`src/rtl/tcls_pkg.sv`:
```
// Lockstep unit definitions
package tcls_pkg;

  // Core count and bus sizes
  localparam int unsigned NUM_CORES = 3;
  localparam int unsigned IDX_W     = $clog2(NUM_CORES);
  localparam int unsigned ADDR_W    = 8;
  localparam int unsigned DATA_W    = 32;
  localparam int unsigned MEM_DEPTH = 256;

  // Interrupt id used to request resynchronization
  localparam int unsigned IRQ_ID_W      = 5;
  localparam int unsigned RESYNC_IRQ_ID = 31;

  localparam int unsigned CNT_W = 16;

  // Vote widths: {req, busy, irq_ack} and {we, addr, wdata}
  localparam int unsigned CTRL_VOTE_W = 3;
  localparam int unsigned DATA_VOTE_W = 1 + ADDR_W + DATA_W;

  typedef enum logic [1:0] {
    NON_TMR,
    TMR_RUN,
    TMR_UNLOAD,
    TMR_RELOAD
  } redundancy_mode_e;

  // Register map of the configuration port
  typedef enum logic [2:0] {
    REG_MODE       = 3'd0,
    REG_SP_STORE   = 3'd1,
    REG_MISMATCH_0 = 3'd2,
    REG_MISMATCH_1 = 3'd3,
    REG_MISMATCH_2 = 3'd4
  } reg_addr_e;

endpackage

```
`src/rtl/data_arbiter.sv`:
```
// Round-robin data port arbiter
`timescale 1ns/1ps

module data_arbiter import tcls_pkg::*; (
  input  logic                             clk_i,
  input  logic                             rst_ni,
  input  logic [NUM_CORES-1:0]             req_i,
  input  logic [NUM_CORES-1:0]             we_i,
  input  logic [NUM_CORES-1:0][ADDR_W-1:0] addr_i,
  input  logic [NUM_CORES-1:0][DATA_W-1:0] wdata_i,
  output logic [NUM_CORES-1:0]             gnt_o,
  output logic [NUM_CORES-1:0]             rvalid_o,
  output logic [NUM_CORES-1:0][DATA_W-1:0] rdata_o,
  output logic                             mem_req_o,
  output logic                             mem_we_o,
  output logic [ADDR_W-1:0]                mem_addr_o,
  output logic [DATA_W-1:0]                mem_wdata_o,
  input  logic [DATA_W-1:0]                mem_rdata_i
);

  logic [IDX_W-1:0] last_q, win_idx, port_q;
  logic             any_gnt, valid_q;

  // Search starts one past the last winner
  always_comb begin : proc_grant
    int idx;
    gnt_o   = '0;
    win_idx = last_q;
    any_gnt = 1'b0;
    for (int k = 1; k <= NUM_CORES; k++) begin
      idx = (int'(last_q) + k) % NUM_CORES;
      if (!any_gnt && req_i[idx]) begin
        any_gnt = 1'b1;
        win_idx = IDX_W'(idx);
      end
    end
    if (any_gnt) begin
      gnt_o[win_idx] = 1'b1;
    end
  end

  assign mem_req_o   = any_gnt;
  assign mem_we_o    = we_i[win_idx];
  assign mem_addr_o  = addr_i[win_idx];
  assign mem_wdata_o = wdata_i[win_idx];

  // Reset pointer makes core 0 win first
  always_ff @(posedge clk_i or negedge rst_ni) begin
    if (!rst_ni) begin
      last_q  <= IDX_W'(NUM_CORES - 1);
      port_q  <= '0;
      valid_q <= 1'b0;
    end else begin
      valid_q <= any_gnt;
      if (any_gnt) begin
        last_q <= win_idx;
        port_q <= win_idx;
      end
    end
  end

  always_comb begin
    for (int i = 0; i < NUM_CORES; i++) begin
      rvalid_o[i] = valid_q && (port_q == IDX_W'(i));
      rdata_o[i]  = rvalid_o[i] ? mem_rdata_i : '0;
    end
  end

endmodule

```
`config.mk`:
```
export PLATFORM = sky130hd
export DESIGN_NAME = data_arbiter
export DESIGN_NICKNAME = d
export VERILOG_FILES = /design/src/rtl/tcls_pkg.sv /design/src/rtl/data_arbiter.sv
export SDC_FILE = /design/constraint.sdc
export NUM_CORES = 1
export LEC_CHECK = 0
export BUFFER_PORTS_ARGS = -buffer_cell sky130_fd_sc_hd__buf_2
export CAP_MARGIN = 20
export CORE_AREA = 5 5 115 117
export DETAILED_ROUTE_END_ITERATION = 8
export DIE_AREA = 0 0 120 122
export PLACE_DENSITY = 0.61
export SLEW_MARGIN = 0
export SYNTH_ARGS = -nofsm -noshare
export SYNTH_HDL_FRONTEND = slang
export SYNTH_SLANG_ARGS = --single-unit
```
`constraint.sdc`:
```
create_clock -name clk_i -period 7.8 [get_ports clk_i]
set_clock_uncertainty 0.1 [all_clocks]
set_input_delay 1.56 -clock clk_i [delete_from_list [all_inputs] [get_ports clk_i]]
set_output_delay 1.56 -clock clk_i [all_outputs]
set_load 0.01 [all_outputs]
```
==> results.ini <==
[placed_design]
hpwl_mm = 8.641
gp_congestion = 0.7830
placed_area_sq_um = 3507
pre_cts_slack_ns = 1.956
portBuffers = 303

[finish]
layout_commonest_cell = buf_2
mostFrequentLayoutCells = buf_2 (303), and2_1 (97), and3_1 (43)
final_area_sq_um = 3588
drive_gt1_share_pct = 59.81
nFillCells = 1330
areaGrowthSynthToFinish_pct = 84.08
final_nets = 705

[die]
coreArea_sq_um = 12260
start_util_pct = 15.90
ios = 304
fp.dieH_um = 122
die_width_um = 120
dieArea_sq_um = 14640
num_rows = 41

[min_path]
hp-class = reg -> reg

[setup_path]
worst_path_most_repeated_cell = buf_2
path_delay_family = simple AND/OR/NAND/NOR gates
cp_cell_sequence = buf_2, mux2_4, or3_1, a311o_1, and2_4, nor2_4, a221o_1, buf_2
end_kind = primary output
cp.required_ns = 6.14
path_buf_inv = 2
setup.worst_path.start_class = input pin
cpMaxStageDelayCell = nor2_4
critPathMaxFanout = 44
slowest_delay_ns = 0.77
path_class = in -> out
arrival_ns = 4.12

[timing]
finalHoldViolCount = 0
slew_violations = 0
finalWorstSetupSlack_ns = 2.018
holdWs_ns = 0.5040
relSlewSlack_pct = 36.79
setup-violations-final = 0
worstMarginPinSlew_ns = 0.9459
max_freq_mhz = 173.0
fin_crit_ns = 5.782
setup_tns_ns = 0
rsz0062_at_grt = false
min_period_over_period_pct = 74.13

[clock_network]
cts.htree.levels = 1
clock_latency_ns = 0.23
ctsResizeCount = 0
cts-root-buf = clkbuf_16
cts_setup_buffers = 0
cts_hold_buffers = 0
cts_tree = done
cts.sinks = 4
numCtsBuffers = 3
clk_pin_slew_ns = 0.03
clockBufferDepth = 2

[logic_synthesis]
avgSynthCellArea_sq_um = 7.556
netlist-cell-type-count = 37
synth_area_leaders = and2_1 (31%), a221o_1 (21%), and3_1 (14%), buf_6 (5.2%), dfrtp_1 (3.9%)
yosys_warnings = 0
synth.yosys.seq_area_share_pct = 5.199
synth_area_sq_um = 1949
syn_inst = 258
synth_edf_count = 0
synth.ff_latch_count = 4
yosysTopAreaCellShare_pct = 31.13
synth_nets = 422
async_flop_share_pct = 100.0
synth_top_cell_by_area = and2_1
synth_ff_type = dfrtp_1

[drt]
routed_wl_mm = 10.30
vias_per_cell = 4.437
wire_per_inst_um = 14.90
dr.pass1.iters = 4
dr_total_vias = 3066
drc = 0
drt_iter0_drc = 90
ant_nets = 0

[global_routing]
track_usage_pct = 12.67
antenna_found_initial = 1
grt_pass1_vias = 2996
overflow = 0
grt_max_degree = 45
grt_pass1_wl_mm = 15.05

[power_and_ir_drop]
peakVddDrop_v = 0.0002208
powerDensity_nw_per_um2 = 509.5
p_leak_uw = 0.002235

[status]
status = completed

[flow_run]
maxCapViolations = 0

metrics by stage:
stage	util [%]	cells	total power, uW
after floorplan	-	258	1240
after global placement	28.61	686	1773
after detailed placement	28.61	686	1762
after CTS	29.25	690	1855
after global routing	29.27	691	1995
final	29.27	691	1828
sequential cells by signal (all words and copies together), names as in the netlist:
signal	count
last_q	2
valid_q	1
port_q	1
synth_stat cells, drive strengths merged, types with 2 or more instances:
master,count
nand3b,3
nor2,3
mux2i,3
clkbuf,14
and3b,2
ha,4
buf,14
nor3b,2
a221o,41
nor3,3
mux2,3
dfrtp,3
and2,98
inv,4
and3,43
clkinv,2
nor4,4
path summary, 6_finish.rpt:
check | start | to | slack (ns) | cells past startpoint
setup / recovery | req_i[1] | mem_wdata_o[9] | 2.02 | 8
hold / removal | port_q[1]$_DFFE_PN0P_ | port_q[1]$_DFFE_PN0P_ | 0.50 | 1
setup reg to reg | last_q[1]$_DFFE_PN1P_ | port_q[1]$_DFFE_PN0P_ | 5.13 | 8
hold reg to reg | port_q[1]$_DFFE_PN0P_ | port_q[1]$_DFFE_PN0P_ | 0.50 | 1
max in group asynchronous | rst_ni | last_q[1]$_DFFE_PN1P_ | 6.37 | 1
min in group asynchronous | rst_ni | port_q[1]$_DFFE_PN0P_ | 1.03 | 1
layer usage:
metal	track usage, %	vias up	share of wire (%)
met5	0	-	0
met4	5.011	0	2.1
met3	3.343	14	9.8
met2	23.01	182	50
met1	14.06	1352	38
li1	-	1518	-
power breakdown:
group | total, uW | switching (uW) | internal (uW)
clock network | 83.7 | 16.1 | 67.6
logic | 1700 | 952 | 751
registers | 41.4 | 9.28 | 32.1
layout make-up:
| cell class | count | area (sq um) | share of cell area (%) |
|---|---|---|---|
| Multi-Input combinational cell | 220 | 1644 | 45.82 |
| Timing Repair Buffer | 306 | 1539 | 42.89 |
| Tap cell | 150 | 187.7 | 5.230 |
| Sequential cell | 4 | 101.3 | 2.824 |
| Clock buffer | 4 | 78.83 | 2.197 |
| Inverter | 6 | 35.03 | 0.9763 |
| Antenna cell | 1 | 2.502 | 0.06974 |
cells by family after synthesis:
kind of cell / share of synthesized area [%]
compound gates: 23.43
fa+ha+maj: 2.567
buf+inv: 10.98
flops: 5.199
mux: 3.466
simple gates: 54.36
(Power assumes the default switching activity.)
