===== src/rtl/tcls_pkg.sv =====
// Lockstep unit definitions
package tcls_pkg;

  // Core count and bus sizes
  localparam int unsigned NUM_CORES = 3;
  localparam int unsigned IDX_W     = $clog2(NUM_CORES);
  localparam int unsigned ADDR_W    = 8;
  localparam int unsigned DATA_W    = 32;
  localparam int unsigned MEM_DEPTH = 256;

  // Interrupt id used to request resynchronization
  localparam int unsigned IRQ_ID_W      = 5;
  localparam int unsigned RESYNC_IRQ_ID = 31;

  localparam int unsigned CNT_W = 16;

  // Vote widths: {req, busy, irq_ack} and {we, addr, wdata}
  localparam int unsigned CTRL_VOTE_W = 3;
  localparam int unsigned DATA_VOTE_W = 1 + ADDR_W + DATA_W;

  typedef enum logic [1:0] {
    NON_TMR,
    TMR_RUN,
    TMR_UNLOAD,
    TMR_RELOAD
  } redundancy_mode_e;

  // Register map of the configuration port
  typedef enum logic [2:0] {
    REG_MODE       = 3'd0,
    REG_SP_STORE   = 3'd1,
    REG_MISMATCH_0 = 3'd2,
    REG_MISMATCH_1 = 3'd3,
    REG_MISMATCH_2 = 3'd4
  } reg_addr_e;

endpackage


===== src/rtl/tcls_regs.sv =====
// Lockstep configuration registers
`timescale 1ns/1ps

module tcls_regs import tcls_pkg::*; (
  input  logic                 clk_i,
  input  logic                 rst_ni,
  input  logic                 reg_req_i,
  input  logic                 reg_we_i,
  input  logic [2:0]           reg_addr_i,
  input  logic [DATA_W-1:0]    reg_wdata_i,
  output logic [DATA_W-1:0]    reg_rdata_o,
  output logic                 tmr_en_o,
  output logic                 restore_mode_o,
  output logic [DATA_W-1:0]    sp_store_o,
  input  logic [NUM_CORES-1:0] mismatch_inc_i
);

  logic [1:0]                       mode_q;
  logic [DATA_W-1:0]                sp_store_q;
  logic [NUM_CORES-1:0][CNT_W-1:0]  cnt_q;
  logic [NUM_CORES-1:0]             cnt_clr;
  logic                             wr_en;

  assign wr_en = reg_req_i & reg_we_i;

  // Decode counter clears
  always_comb begin
    cnt_clr = '0;
    if (wr_en) begin
      case (reg_addr_e'(reg_addr_i))
        REG_MISMATCH_0: cnt_clr[0] = 1'b1;
        REG_MISMATCH_1: cnt_clr[1] = 1'b1;
        REG_MISMATCH_2: cnt_clr[2] = 1'b1;
        default:        cnt_clr    = '0;
      endcase
    end
  end

  always_ff @(posedge clk_i or negedge rst_ni) begin
    if (!rst_ni) begin
      mode_q     <= '0;
      sp_store_q <= '0;
    end else if (wr_en) begin
      if (reg_addr_e'(reg_addr_i) == REG_MODE) begin
        mode_q <= reg_wdata_i[1:0];
      end
      if (reg_addr_e'(reg_addr_i) == REG_SP_STORE) begin
        sp_store_q <= reg_wdata_i;
      end
    end
  end

  // Saturating mismatch counters, clear has priority
  always_ff @(posedge clk_i or negedge rst_ni) begin
    if (!rst_ni) begin
      cnt_q <= '0;
    end else begin
      for (int i = 0; i < NUM_CORES; i++) begin
        if (cnt_clr[i]) begin
          cnt_q[i] <= '0;
        end else if (mismatch_inc_i[i] && (cnt_q[i] != '1)) begin
          cnt_q[i] <= cnt_q[i] + 1'b1;
        end
      end
    end
  end

  always_comb begin
    reg_rdata_o = '0;
    if (reg_req_i) begin
      case (reg_addr_e'(reg_addr_i))
        REG_MODE:       reg_rdata_o = DATA_W'(mode_q);
        REG_SP_STORE:   reg_rdata_o = sp_store_q;
        REG_MISMATCH_0: reg_rdata_o = DATA_W'(cnt_q[0]);
        REG_MISMATCH_1: reg_rdata_o = DATA_W'(cnt_q[1]);
        REG_MISMATCH_2: reg_rdata_o = DATA_W'(cnt_q[2]);
        default:        reg_rdata_o = '0;
      endcase
    end
  end

  assign tmr_en_o       = mode_q[0];
  assign restore_mode_o = mode_q[1];
  assign sp_store_o     = sp_store_q;

endmodule


===== config.mk =====
export PLATFORM = sky130hd
export DESIGN_NAME = tcls_regs
export DESIGN_NICKNAME = d
export VERILOG_FILES = /design/src/rtl/tcls_pkg.sv /design/src/rtl/tcls_regs.sv
export SDC_FILE = /design/constraint.sdc
export NUM_CORES = 1
export LEC_CHECK = 0
export BUFFER_PORTS_ARGS = -buffer_cell sky130_fd_sc_hd__buf_4
export CORE_MARGIN = 4
export CORE_UTILIZATION = 50
export CTS_CLUSTER_SIZE = 8
export DETAILED_ROUTE_END_ITERATION = 8
export GPL_ROUTABILITY_DRIVEN = 0
export PLACE_DENSITY_LB_ADDON = 0.05
export SKIP_LAST_GASP = 1
export SLEW_MARGIN = 20
export SYNTH_ARGS = -nofsm -noshare
export SYNTH_HDL_FRONTEND = slang
export SYNTH_SLANG_ARGS = --single-unit

===== constraint.sdc =====
create_clock -name clk_i -period 2.28 [get_ports clk_i]
set_input_delay 0.228 -clock clk_i [delete_from_list [all_inputs] [get_ports clk_i]]
set_output_delay 0.228 -clock clk_i [all_outputs]
set_load 0.03 [all_outputs]

==> results.toml <==
[worst_setup_path]
startpoint_type = "register"
ff2ff_setup_slack_ns = 0.43
setup.worst_path.start = "cnt_q[41]$_DFFE_PN0P_"
reg2reg_from = "cnt_q[41]$_DFFE_PN0P_"
r2r_end = "cnt_q[32]$_DFFE_PN0P_"
critPathKind = "reg2reg"
worst-path-max-fanout = 7
reg2reg_depth = 5
end_kind = "register"
worstPathRequired_ns = 2.54
arrival_ns = 2.11

[die]
die_w_um = 103
pin_count = 108
die-area_um2 = 10600
rows = 34
die_h_um = 103
initial_core_util_pct = 51.5
core_um2 = 8760

[worst_hold_path]
hold_end = "sp_store_o[9]$_DFFE_PN0P_"
min_from = "reg_wdata_i[9]"
hold_class = "in2reg"
holdPathStages = 2

[grt]
grt_max_degree = 53
antenna_found_initial = 0
grt_pass1_vias = 4055
grt_pass1_wl_um = 20500
grt.overflow.total = 0
grtUsageTotal_pct = 24.5

[final_layout]
final_util_pct = 65.3
fin_cells = 676
final_cell_mix = "buf_4 (118), dfrtp_1 (82), a21oi_1 (51), mux2_2 (33), a22oi_1 (30)"
diodes = 0
nets = 609
synthToLayoutAreaGrowth_pct = 27.0
final_common_cell = "buf_4"
drive_gt1_share_pct = 31.7

[cts]
htreeDepth = 3
hold_buffers = 1
clock-root-buffer = "clkbuf_8"
clk_latency_ns = 0.34
cts_resized = 0
cts_tree = "done"
cts_setup_buffers = 0
cts_buffers = 9
cts.sinks = 82
ctsLongestPathBuffers = 2
cts.clk_slew.worst_paths_ns = 0.08

[routing]
wire_per_inst_um = 18.7
drt_iter0_markers = 205
vias = 4230
drc = 0
postRouteAntennaNets = 0
vias_per_cell = 6.26
first_pass_iters = 5
wl_um = 12700

[synth]
syn_nets = 498
synth_top_area_share_pct = 45.5
ys_types = 45
syn_area_per_cell_um2 = 9.95
yosysSeqAreaShare_pct = 45.5
syn_area_um2 = 4510
synth_top_area_cell = "dfrtp_1"
synth.top_cells.by_area = "dfrtp_1 (46%), mux2_2 (8.2%), a21oi_1 (5.7%)"
yosysWarningCount = 0
synth-seq-cells = 82
synthCells = 453

[sta]
finalCriticalPeriod_ns = 1.85
post-route-period-util_pct = 81.0
tightest_slew_ns = 0.674
rsz0062_at_grt = "no"
max_slew_margin_pct = 54.9
fmax_mhz = 542
final_max_slew_viol_count = 0
fin_tns_setup_ns = 0
skew_ns = 0.0111
finalHoldViolCount = 0
setup_violations = 0

[pwr]
p_total_w = 0.00446
power_density_nw_per_um2 = 778
ir_drop_mv = 0.521
power.leakage_nw = 2.57

[placed_design]
io_buffers = 107
dp_cells = 660
dp_hpwl_um = 9280

[job]
cap_violations = 0

[outcome]
status = "finished clean"
worst max-delay path, stage by stage (launching register included):
cell	delay, ns
dfrtp_1	0.47
nand4_2	0.23
nor4_2	0.59
buf_4	0.24
o21ai_0	0.08
a21oi_1	0.14
layout make-up:
| type | count | area (um2) |
|---|---|---|
| Clock inverter | 5 | 103 |
| Timing Repair Buffer | 121 | 936 |
| Multi-Input combinational cell | 343 | 2340 |
| Inverter | 7 | 26.3 |
| Fill cell | 728 | 3040 |
| Clock buffer | 10 | 138 |
| Tap cell | 108 | 135 |
| Sequential cell | 82 | 2050 |
Yosys cell counts (all sizes together):
master / number
a41oi: 1
or4: 16
nor2b: 1
o211a: 2
and3: 22
a22oi: 30
nor2: 12
a21oi: 51
a211oi: 1
mux2: 34
ha: 3
nor3: 8
nor3b: 2
a311oi: 1
nor4: 6
dfrtp: 82
and3b: 1
and4: 7
nand2b: 6
or3: 13
nand3b: 1
o31ai: 20
mux2i: 8
nand4: 18
o211ai: 4
xnor2: 2
nand3: 22
o21ai: 17
buf: 12
clkbuf: 9
inv: 7
a31oi: 2
nand2: 24
and2: 8
metrics by stage:
stage                     hold WS [ns]  cell area [um2]  setup slack, ns
final                           0.0974             5730            0.434
after global routing            0.0840             5730            0.231
after CTS                       0.0856             5730            0.458
after detailed placement         0.192             5480            0.495
after global placement           0.193             5480            0.485
after floorplan                -0.0676             4510            0.374
cell families (layout without fill, tap and decap cells):
group                      Yosys count  after routing  share of synthesized area [%]
DFF                                 82             82                           45.5
xor gates and xnor gates             2              2                          0.389
adders and majority gates            3              3                          0.832
AOI/OAI and AO/OA                  129            129                           17.8
buffers and inverters               28            143                           2.75
muxes                               42             42                           10.3
and+or+nand+nor                    167            167                           22.4
power breakdown:
| group | total, W | internal [W] | leakage, nW | switching, W |
|---|---|---|---|---|
| sequential | 0.00202 | 0.00171 | 1.06 | 0.000311 |
| clock | 0.00127 | 0.000750 | 0.118 | 0.000520 |
| combinational | 0.00116 | 0.000497 | 1.39 | 0.000667 |
| total | 0.00446 | 0.00296 | 2.57 | 0.00150 |
worst max-delay path by stage:
stage | to | cells after the start
2_1_floorplan | reg_rdata_o[10] | 5
3_3_place_gp | reg_rdata_o[2] | 7
3_5_place_dp | reg_rdata_o[2] | 7
4_1_cts | cnt_q[32]$_DFFE_PN0P_ | 5
5_1_grt | cnt_q[35]$_DFFE_PN0P_ | 6
6_report | cnt_q[32]$_DFFE_PN0P_ | 5
per-layer routing:
layer	GRT usage (%)	share of wire, %
met5	0	0
met4	5.98	0.99
met3	4.74	8.0
met2	38.4	48
met1	35.0	43
flip-flops by register name (all words and copies together), names as in the netlist:
register    flops
cnt_q          48
sp_store_o     32
mode_q          2
Note: power is estimated with default switching activity, not from simulation.
