<file path="src/rtl/tcls_pkg.sv">
// Lockstep unit definitions
package tcls_pkg;

  // Core count and bus sizes
  localparam int unsigned NUM_CORES = 3;
  localparam int unsigned IDX_W     = $clog2(NUM_CORES);
  localparam int unsigned ADDR_W    = 8;
  localparam int unsigned DATA_W    = 32;
  localparam int unsigned MEM_DEPTH = 256;

  // Interrupt id used to request resynchronization
  localparam int unsigned IRQ_ID_W      = 5;
  localparam int unsigned RESYNC_IRQ_ID = 31;

  localparam int unsigned CNT_W = 16;

  // Vote widths: {req, busy, irq_ack} and {we, addr, wdata}
  localparam int unsigned CTRL_VOTE_W = 3;
  localparam int unsigned DATA_VOTE_W = 1 + ADDR_W + DATA_W;

  typedef enum logic [1:0] {
    NON_TMR,
    TMR_RUN,
    TMR_UNLOAD,
    TMR_RELOAD
  } redundancy_mode_e;

  // Register map of the configuration port
  typedef enum logic [2:0] {
    REG_MODE       = 3'd0,
    REG_SP_STORE   = 3'd1,
    REG_MISMATCH_0 = 3'd2,
    REG_MISMATCH_1 = 3'd3,
    REG_MISMATCH_2 = 3'd4
  } reg_addr_e;

endpackage

</file>
<file path="src/rtl/tmr_voter.sv">
// Bitwise majority voter
`timescale 1ns/1ps

module tmr_voter #(
  parameter int unsigned VOTE_W = 8
) (
  input  logic [VOTE_W-1:0] a_i,
  input  logic [VOTE_W-1:0] b_i,
  input  logic [VOTE_W-1:0] c_i,
  output logic [VOTE_W-1:0] majority_o,
  output logic              error_o,
  output logic [2:0]        error_cba_o
);

  logic [VOTE_W-1:0] maj;

  // Two of three inputs decide each bit
  assign maj = (a_i & b_i) | (a_i & c_i) | (b_i & c_i);

  assign majority_o = maj;

  // Bit 0 blames a, bit 2 blames c
  assign error_cba_o[0] = (a_i != maj);
  assign error_cba_o[1] = (b_i != maj);
  assign error_cba_o[2] = (c_i != maj);

  assign error_o = |error_cba_o;

endmodule

</file>
<file path="src/rtl/tcls_unit.sv">
// Triple-core lockstep unit
`timescale 1ns/1ps

module tcls_unit import tcls_pkg::*; (
  input  logic                                clk_i,
  input  logic                                rst_ni,
  input  logic                                fetch_en_i,
  // Core side
  input  logic [NUM_CORES-1:0]                core_req_i,
  input  logic [NUM_CORES-1:0]                core_we_i,
  input  logic [NUM_CORES-1:0][ADDR_W-1:0]    core_addr_i,
  input  logic [NUM_CORES-1:0][DATA_W-1:0]    core_wdata_i,
  input  logic [NUM_CORES-1:0]                core_busy_i,
  input  logic [NUM_CORES-1:0]                core_irq_ack_i,
  output logic [NUM_CORES-1:0]                core_gnt_o,
  output logic [NUM_CORES-1:0]                core_rvalid_o,
  output logic [NUM_CORES-1:0][DATA_W-1:0]    core_rdata_o,
  output logic [NUM_CORES-1:0]                core_irq_req_o,
  output logic [NUM_CORES-1:0][IRQ_ID_W-1:0]  core_irq_id_o,
  // System interrupt side
  input  logic [NUM_CORES-1:0]                irq_req_i,
  input  logic [NUM_CORES-1:0][IRQ_ID_W-1:0]  irq_id_i,
  output logic [NUM_CORES-1:0]                irq_ack_o,
  output logic                                busy_o,
  // Arbiter side
  output logic [NUM_CORES-1:0]                bus_req_o,
  output logic [NUM_CORES-1:0]                bus_we_o,
  output logic [NUM_CORES-1:0][ADDR_W-1:0]    bus_addr_o,
  output logic [NUM_CORES-1:0][DATA_W-1:0]    bus_wdata_o,
  input  logic [NUM_CORES-1:0]                bus_gnt_i,
  input  logic [NUM_CORES-1:0]                bus_rvalid_i,
  input  logic [NUM_CORES-1:0][DATA_W-1:0]    bus_rdata_i,
  // Configuration
  input  logic                                tmr_en_i,
  input  logic                                restore_mode_i,
  input  logic [DATA_W-1:0]                   sp_store_i,
  output logic [NUM_CORES-1:0]                mismatch_inc_o
);

  redundancy_mode_e red_mode_d, red_mode_q;

  logic [NUM_CORES-1:0][CTRL_VOTE_W-1:0] ctrl_in;
  logic [NUM_CORES-1:0][DATA_VOTE_W-1:0] data_in;
  logic [CTRL_VOTE_W-1:0]                ctrl_vote;
  logic [DATA_VOTE_W-1:0]                data_vote;
  logic                                  ctrl_err, data_err, mismatch;
  logic [2:0]                            ctrl_cba, data_cba, err_detect;
  logic                                  v_req, v_busy, v_ack, v_we;
  logic [ADDR_W-1:0]                     v_addr;
  logic [DATA_W-1:0]                     v_wdata;
  logic                                  lockstep;

  for (genvar i = 0; i < NUM_CORES; i++) begin : g_vote_in
    assign ctrl_in[i] = {core_req_i[i], core_busy_i[i], core_irq_ack_i[i]};
    assign data_in[i] = {core_we_i[i], core_addr_i[i], core_wdata_i[i]};
  end

  tmr_voter #(.VOTE_W(CTRL_VOTE_W)) u_ctrl_voter (
    .a_i        (ctrl_in[0]),
    .b_i        (ctrl_in[1]),
    .c_i        (ctrl_in[2]),
    .majority_o (ctrl_vote),
    .error_o    (ctrl_err),
    .error_cba_o(ctrl_cba)
  );

  tmr_voter #(.VOTE_W(DATA_VOTE_W)) u_data_voter (
    .a_i        (data_in[0]),
    .b_i        (data_in[1]),
    .c_i        (data_in[2]),
    .majority_o (data_vote),
    .error_o    (data_err),
    .error_cba_o(data_cba)
  );

  assign {v_req, v_busy, v_ack}   = ctrl_vote;
  assign {v_we, v_addr, v_wdata}  = data_vote;

  // Data fields only matter while a request is out
  assign mismatch   = ctrl_err | (v_req & data_err);
  assign err_detect = ctrl_cba | (v_req ? data_cba : 3'b000);

  always_comb begin
    mismatch_inc_o = '0;
    if (red_mode_q == TMR_RUN) begin
      if (err_detect == 3'b001 || err_detect == 3'b010 || err_detect == 3'b100) begin
        mismatch_inc_o = err_detect;
      end
    end
  end

  always_comb begin
    red_mode_d = red_mode_q;
    case (red_mode_q)
      TMR_RUN: if (mismatch && !restore_mode_i) red_mode_d = TMR_UNLOAD;
      TMR_UNLOAD: if (sp_store_i != '0) red_mode_d = TMR_RELOAD;
      TMR_RELOAD: if (sp_store_i == '0) red_mode_d = TMR_RUN;
      default: red_mode_d = red_mode_q;
    endcase
    // Mode follows the register while core 0 is idle and not fetching
    if (!fetch_en_i && !core_busy_i[0]) begin
      red_mode_d = tmr_en_i ? TMR_RUN : NON_TMR;
    end
  end

  always_ff @(posedge clk_i or negedge rst_ni) begin
    if (!rst_ni) begin
      red_mode_q <= NON_TMR;
    end else begin
      red_mode_q <= red_mode_d;
    end
  end

  assign lockstep = (red_mode_q != NON_TMR);
  assign busy_o   = lockstep ? v_busy : core_busy_i[0];

  // Interrupt routing, resync request overrides in unload and reload
  always_comb begin
    core_irq_req_o = irq_req_i;
    core_irq_id_o  = irq_id_i;
    irq_ack_o      = core_irq_ack_i;
    if (lockstep) begin
      irq_ack_o = '0;
      for (int i = 0; i < NUM_CORES; i++) begin
        core_irq_req_o[i] = irq_req_i[0];
        core_irq_id_o[i]  = irq_id_i[0];
      end
      if (red_mode_q == TMR_UNLOAD || red_mode_q == TMR_RELOAD) begin
        core_irq_req_o = '1;
        for (int i = 0; i < NUM_CORES; i++) begin
          core_irq_id_o[i] = IRQ_ID_W'(RESYNC_IRQ_ID);
        end
      end else begin
        irq_ack_o[0] = v_ack;
      end
    end
  end

  // Data bus routing
  always_comb begin
    bus_req_o     = core_req_i;
    bus_we_o      = core_we_i;
    bus_addr_o    = core_addr_i;
    bus_wdata_o   = core_wdata_i;
    core_gnt_o    = bus_gnt_i;
    core_rvalid_o = bus_rvalid_i;
    core_rdata_o  = bus_rdata_i;
    if (lockstep) begin
      bus_req_o      = '0;
      bus_we_o       = '0;
      bus_addr_o     = '0;
      bus_wdata_o    = '0;
      bus_req_o[0]   = v_req;
      bus_we_o[0]    = v_we;
      bus_addr_o[0]  = v_addr;
      bus_wdata_o[0] = v_wdata;
      for (int i = 0; i < NUM_CORES; i++) begin
        core_gnt_o[i]    = bus_gnt_i[0];
        core_rvalid_o[i] = bus_rvalid_i[0];
        core_rdata_o[i]  = bus_rdata_i[0];
      end
    end
  end

endmodule

</file>
<file path="config.mk">
export PLATFORM = sky130hd
export DESIGN_NAME = tcls_unit
export DESIGN_NICKNAME = d
export VERILOG_FILES = /design/src/rtl/tcls_pkg.sv /design/src/rtl/tmr_voter.sv /design/src/rtl/tcls_unit.sv
export SDC_FILE = /design/constraint.sdc
export NUM_CORES = 1
export LEC_CHECK = 0
export BUFFER_PORTS_ARGS = -buffer_cell sky130_fd_sc_hd__buf_2
export CORE_AREA = 2 2 210 212
export DETAILED_ROUTE_END_ITERATION = 8
export DIE_AREA = 0 0 212 214
export MAX_ROUTING_LAYER = met4
export PLACE_DENSITY_LB_ADDON = 0.25
export SLEW_MARGIN = 20
export SYNTH_ARGS = -nofsm -noshare
export SYNTH_HDL_FRONTEND = slang
export SYNTH_HIERARCHICAL = 1
export SYNTH_SLANG_ARGS = --single-unit
</file>
<file path="constraint.sdc">
create_clock -name clk_i -period 2 [get_ports clk_i]
set_input_delay 0.1 -clock clk_i [delete_from_list [all_inputs] [get_ports clk_i]]
set_output_delay 0.1 -clock clk_i [all_outputs]
set_load 0.01 [all_outputs]
</file>
==> results.sh <==
export IMPL_status="complete, but fails checks"
export IMPL_violations="negative setup slack"
export IMPL_io_pins=542
export IMPL_p_leak_nw=5.75
export IMPL_nFillCells=4955
export IMPL_crit_path_max_incr_delay_ns=0.46
export IMPL_grt_pass1_vias=8541
export IMPL_cap_violations=0
export IMPL_vdd_ir_drop_max_mv=0.227
export IMPL_yosysWarnings=6
export IMPL_critPathMaxFanout=4
export IMPL_grt_max_degree=86
export IMPL_most_common_layout_cells="532 x buf_2, 319 x nand2_1, 202 x buf_4"
export IMPL_setup_ws_ns=-0.578
export IMPL_cts_path_max_buffers=2
export IMPL_cts_buffers=3
export IMPL_hold_slack_ns=0.107
export IMPL_reg_largest_list="red_mode_q (2)"
export IMPL_busiest_layer="met2"
export IMPL_slew_headroom_pct=56.1
export IMPL_crit_type="primary input to primary output"
export IMPL_yosysSeqAreaShare_pct=0.939
export IMPL_vias=9168
export IMPL_fin_crit_sh_pct=129
export IMPL_antenna_found_initial=4
export IMPL_tightest_slew_ns=0.656
export IMPL_synth_flop_cell="dfrtp_1"
export IMPL_rows=76
export IMPL_start_util_pct=12.4
export IMPL_startpoint_type="primary input"
export IMPL_clk_pin_slew_ns=0.03
export IMPL_cp_arrival_ns=2.48
export IMPL_rsz0062_at_grt="yes"
export IMPL_endpoint_kind="primary output"
export IMPL_die_area_um2=45400
export IMPL_root_buffer="clkbuf_16"
export IMPL_r2r_start="red_mode_q[1]"
export IMPL_die_y_um=214
export IMPL_htreeDepth=1
export IMPL_post_route_util_pct=24.3
export IMPL_fp_coreArea_um2=42900
export IMPL_synth_distinct_cells=48
export IMPL_final_nets=1972
export IMPL_cp_top_family="simple AND/OR/NAND/NOR gates"
export IMPL_drive_above_1_share_pct=49.2
export IMPL_post_route_min_period_ns=2.58
export IMPL_first_iter_violations=281
export IMPL_grtUsageMet1_pct=19.2
export IMPL_synth_edf_count=0
export IMPL_via_per_inst=4.04
export IMPL_finalHoldViolCount=0
export IMPL_synthesis_area_um2=5330
export IMPL_synth_avg_cell_area_um2=5.36
export IMPL_firstDrtPassIters=4
export IMPL_cts_tree="built"
export IMPL_grtUsageTotal_pct=15.2
export IMPL_hpwl_um=31400
export IMPL_dp_slack_ns=-0.943
export IMPL_critPathLaunch="core_wdata_i[27]"
export IMPL_cts_sinks=2
export IMPL_path_common_cell="buf_2"
export IMPL_largest_register="red_mode_q"
export IMPL_use_met2_pct=27.5
export IMPL_placed_area_um2=9940
export IMPL_gp_congestion=0.922
export IMPL_clock_skew_ns=0.000874
export IMPL_finalSetupViolCount=5
export IMPL_grt_pass1_wl_um=51300
export IMPL_path_cells="buf_2, buf_6, nand3b_1, nand4_1, or4_1, or4_4, or3_4, a21o_4, nor3_2, buf_2"
export IMPL_port_buffers=541
export IMPL_ant_nets=0
export IMPL_ys_ff_latch=2
export IMPL_clk_latency_ns=0.22
export IMPL_synth_fp_nets=1283
export IMPL_hold_class="primary input to register"
export IMPL_drc=0
export IMPL_stdcell_area_um2=10400
export IMPL_power_density_nw_per_um2=402
export IMPL_syn_inst=994
export IMPL_min_from="tmr_en_i"
export IMPL_final_common_cell="buf_2"
export IMPL_fmax_mhz=388
export IMPL_die_x_um=212
export IMPL_crit_slowest_cell="or4_4"
export IMPL_async_flop_share_pct=100
export IMPL_area_growth_pct=96.0
export IMPL_critical_path_required_ns=1.90
export IMPL_wl_um=36000
export IMPL_wl_per_cell_um=15.9
export IMPL_drv_slew=0
export IMPL_use_met3_pct=0.572
export IMPL_grt_overflow_total=0
export IMPL_critPathBufInv=3
export IMPL_finalSetupTns_ns=-2.58
export IMPL_largest_reg_flops=2
==> layer usage <==
layer / vias to the layer above / share of wire (%)
met3: 12 / 4.1
met2: 292 / 50
met4: 0 / 1.1
met1: 4148 / 45
li1: 4716 / -
met5: - / 0
==> worst min-delay path: cells and delay by family <==
| kind | cells | cell delay (ns) |
|---|---|---|
| and+or+nand+nor | 1 | 0.04 |
| buffers and inverters | 1 | 0.08 |
| AOI/OAI and AO/OA | 1 | 0.06 |
==> repair_timing <==
action | CTS | global route
pin swaps | 9 | 20
gates resized for setup | 51 | 40
endpoints found under the hold margin | 2 | 0
buffers inserted | 1 | 0
gates cloned | 0 | 0
endpoints found under the setup margin | 5 | 5
hold buffers | 1 | 0
==> cells by family (layout without fill, tap and decap cells) <==
kind of cell | Yosys count | after routing | synth area share, %
flip-flops | 2 | 2 | 0.939
AND/OR/NAND/NOR | 706 | 706 | 65.8
AO/OA/AOI/OAI | 174 | 174 | 19.4
multiplexers | 17 | 17 | 3.19
other | 0 | 2 | 0
buffers and inverters | 94 | 781 | 10.6
XOR/XNOR | 1 | 1 | 0.164
==> path summary, 6_finish.rpt <==
kind | end | slack [ns] | cells past startpoint
max in group asynchronous | red_mode_q[1] | 1.70 | 2
max reg2reg | red_mode_q[0] | 0.76 | 3
min in group asynchronous | red_mode_q[0] | 0.21 | 2
min reg2reg | red_mode_q[1] | 0.79 | 2
max | mismatch_inc_o[0] | -0.58 | 10
min | red_mode_q[0] | 0.11 | 3
==> per-stage QoR <==
step / cells / power (mW)
final: 2268 / 4.19
after global routing: 2268 / 4.58
after CTS: 2266 / 4.20
after detailed placement: 2261 / 3.83
after global placement: 2261 / 3.83
after floorplan: 994 / 1.84
==> layout make-up <==
class / instances / area (um^2) / share of cell area (%)
Multi-Input combinational cell: 898 / 5060 / 48.4
Timing Repair Buffer: 752 / 4420 / 42.4
Sequential cell: 2 / 50.0 / 0.479
Tap cell: 585 / 732 / 7.01
Clock buffer: 3 / 75.1 / 0.719
Inverter: 26 / 97.6 / 0.935
Antenna cell: 2 / 5.00 / 0.0479
==> where the power goes <==
group	total, mW	switching, mW	internal, mW
Sequential	0.0684	0.0192	0.0493
Clock	0.296	0.0418	0.254
Combinational	3.83	2.18	1.65
Total	4.19	2.24	1.95
==> synth_stat cells, drive strengths merged, types with 9 or more instances <==
cell type | instances | share of area, %
nor2 | 96 | 6.9
nand2b | 26 | 3.1
nand2 | 322 | 23
o22ai | 21 | 2.5
a21oi | 54 | 5.1
and2 | 86 | 10
nand3b | 30 | 4.2
nand4 | 15 | 1.8
clkbuf | 10 | 0.75
nor3b | 23 | 3.2
o21ai | 47 | 4.4
nor2b | 31 | 3.6
nand3 | 9 | 0.85
o21a | 30 | 4.2
mux2i | 17 | 3.2
or3b | 13 | 2.1
inv | 26 | 1.8
nor4 | 24 | 2.9
and3b | 9 | 1.5
buf | 58 | 8.0
Power figures use the tool's default switching activity.
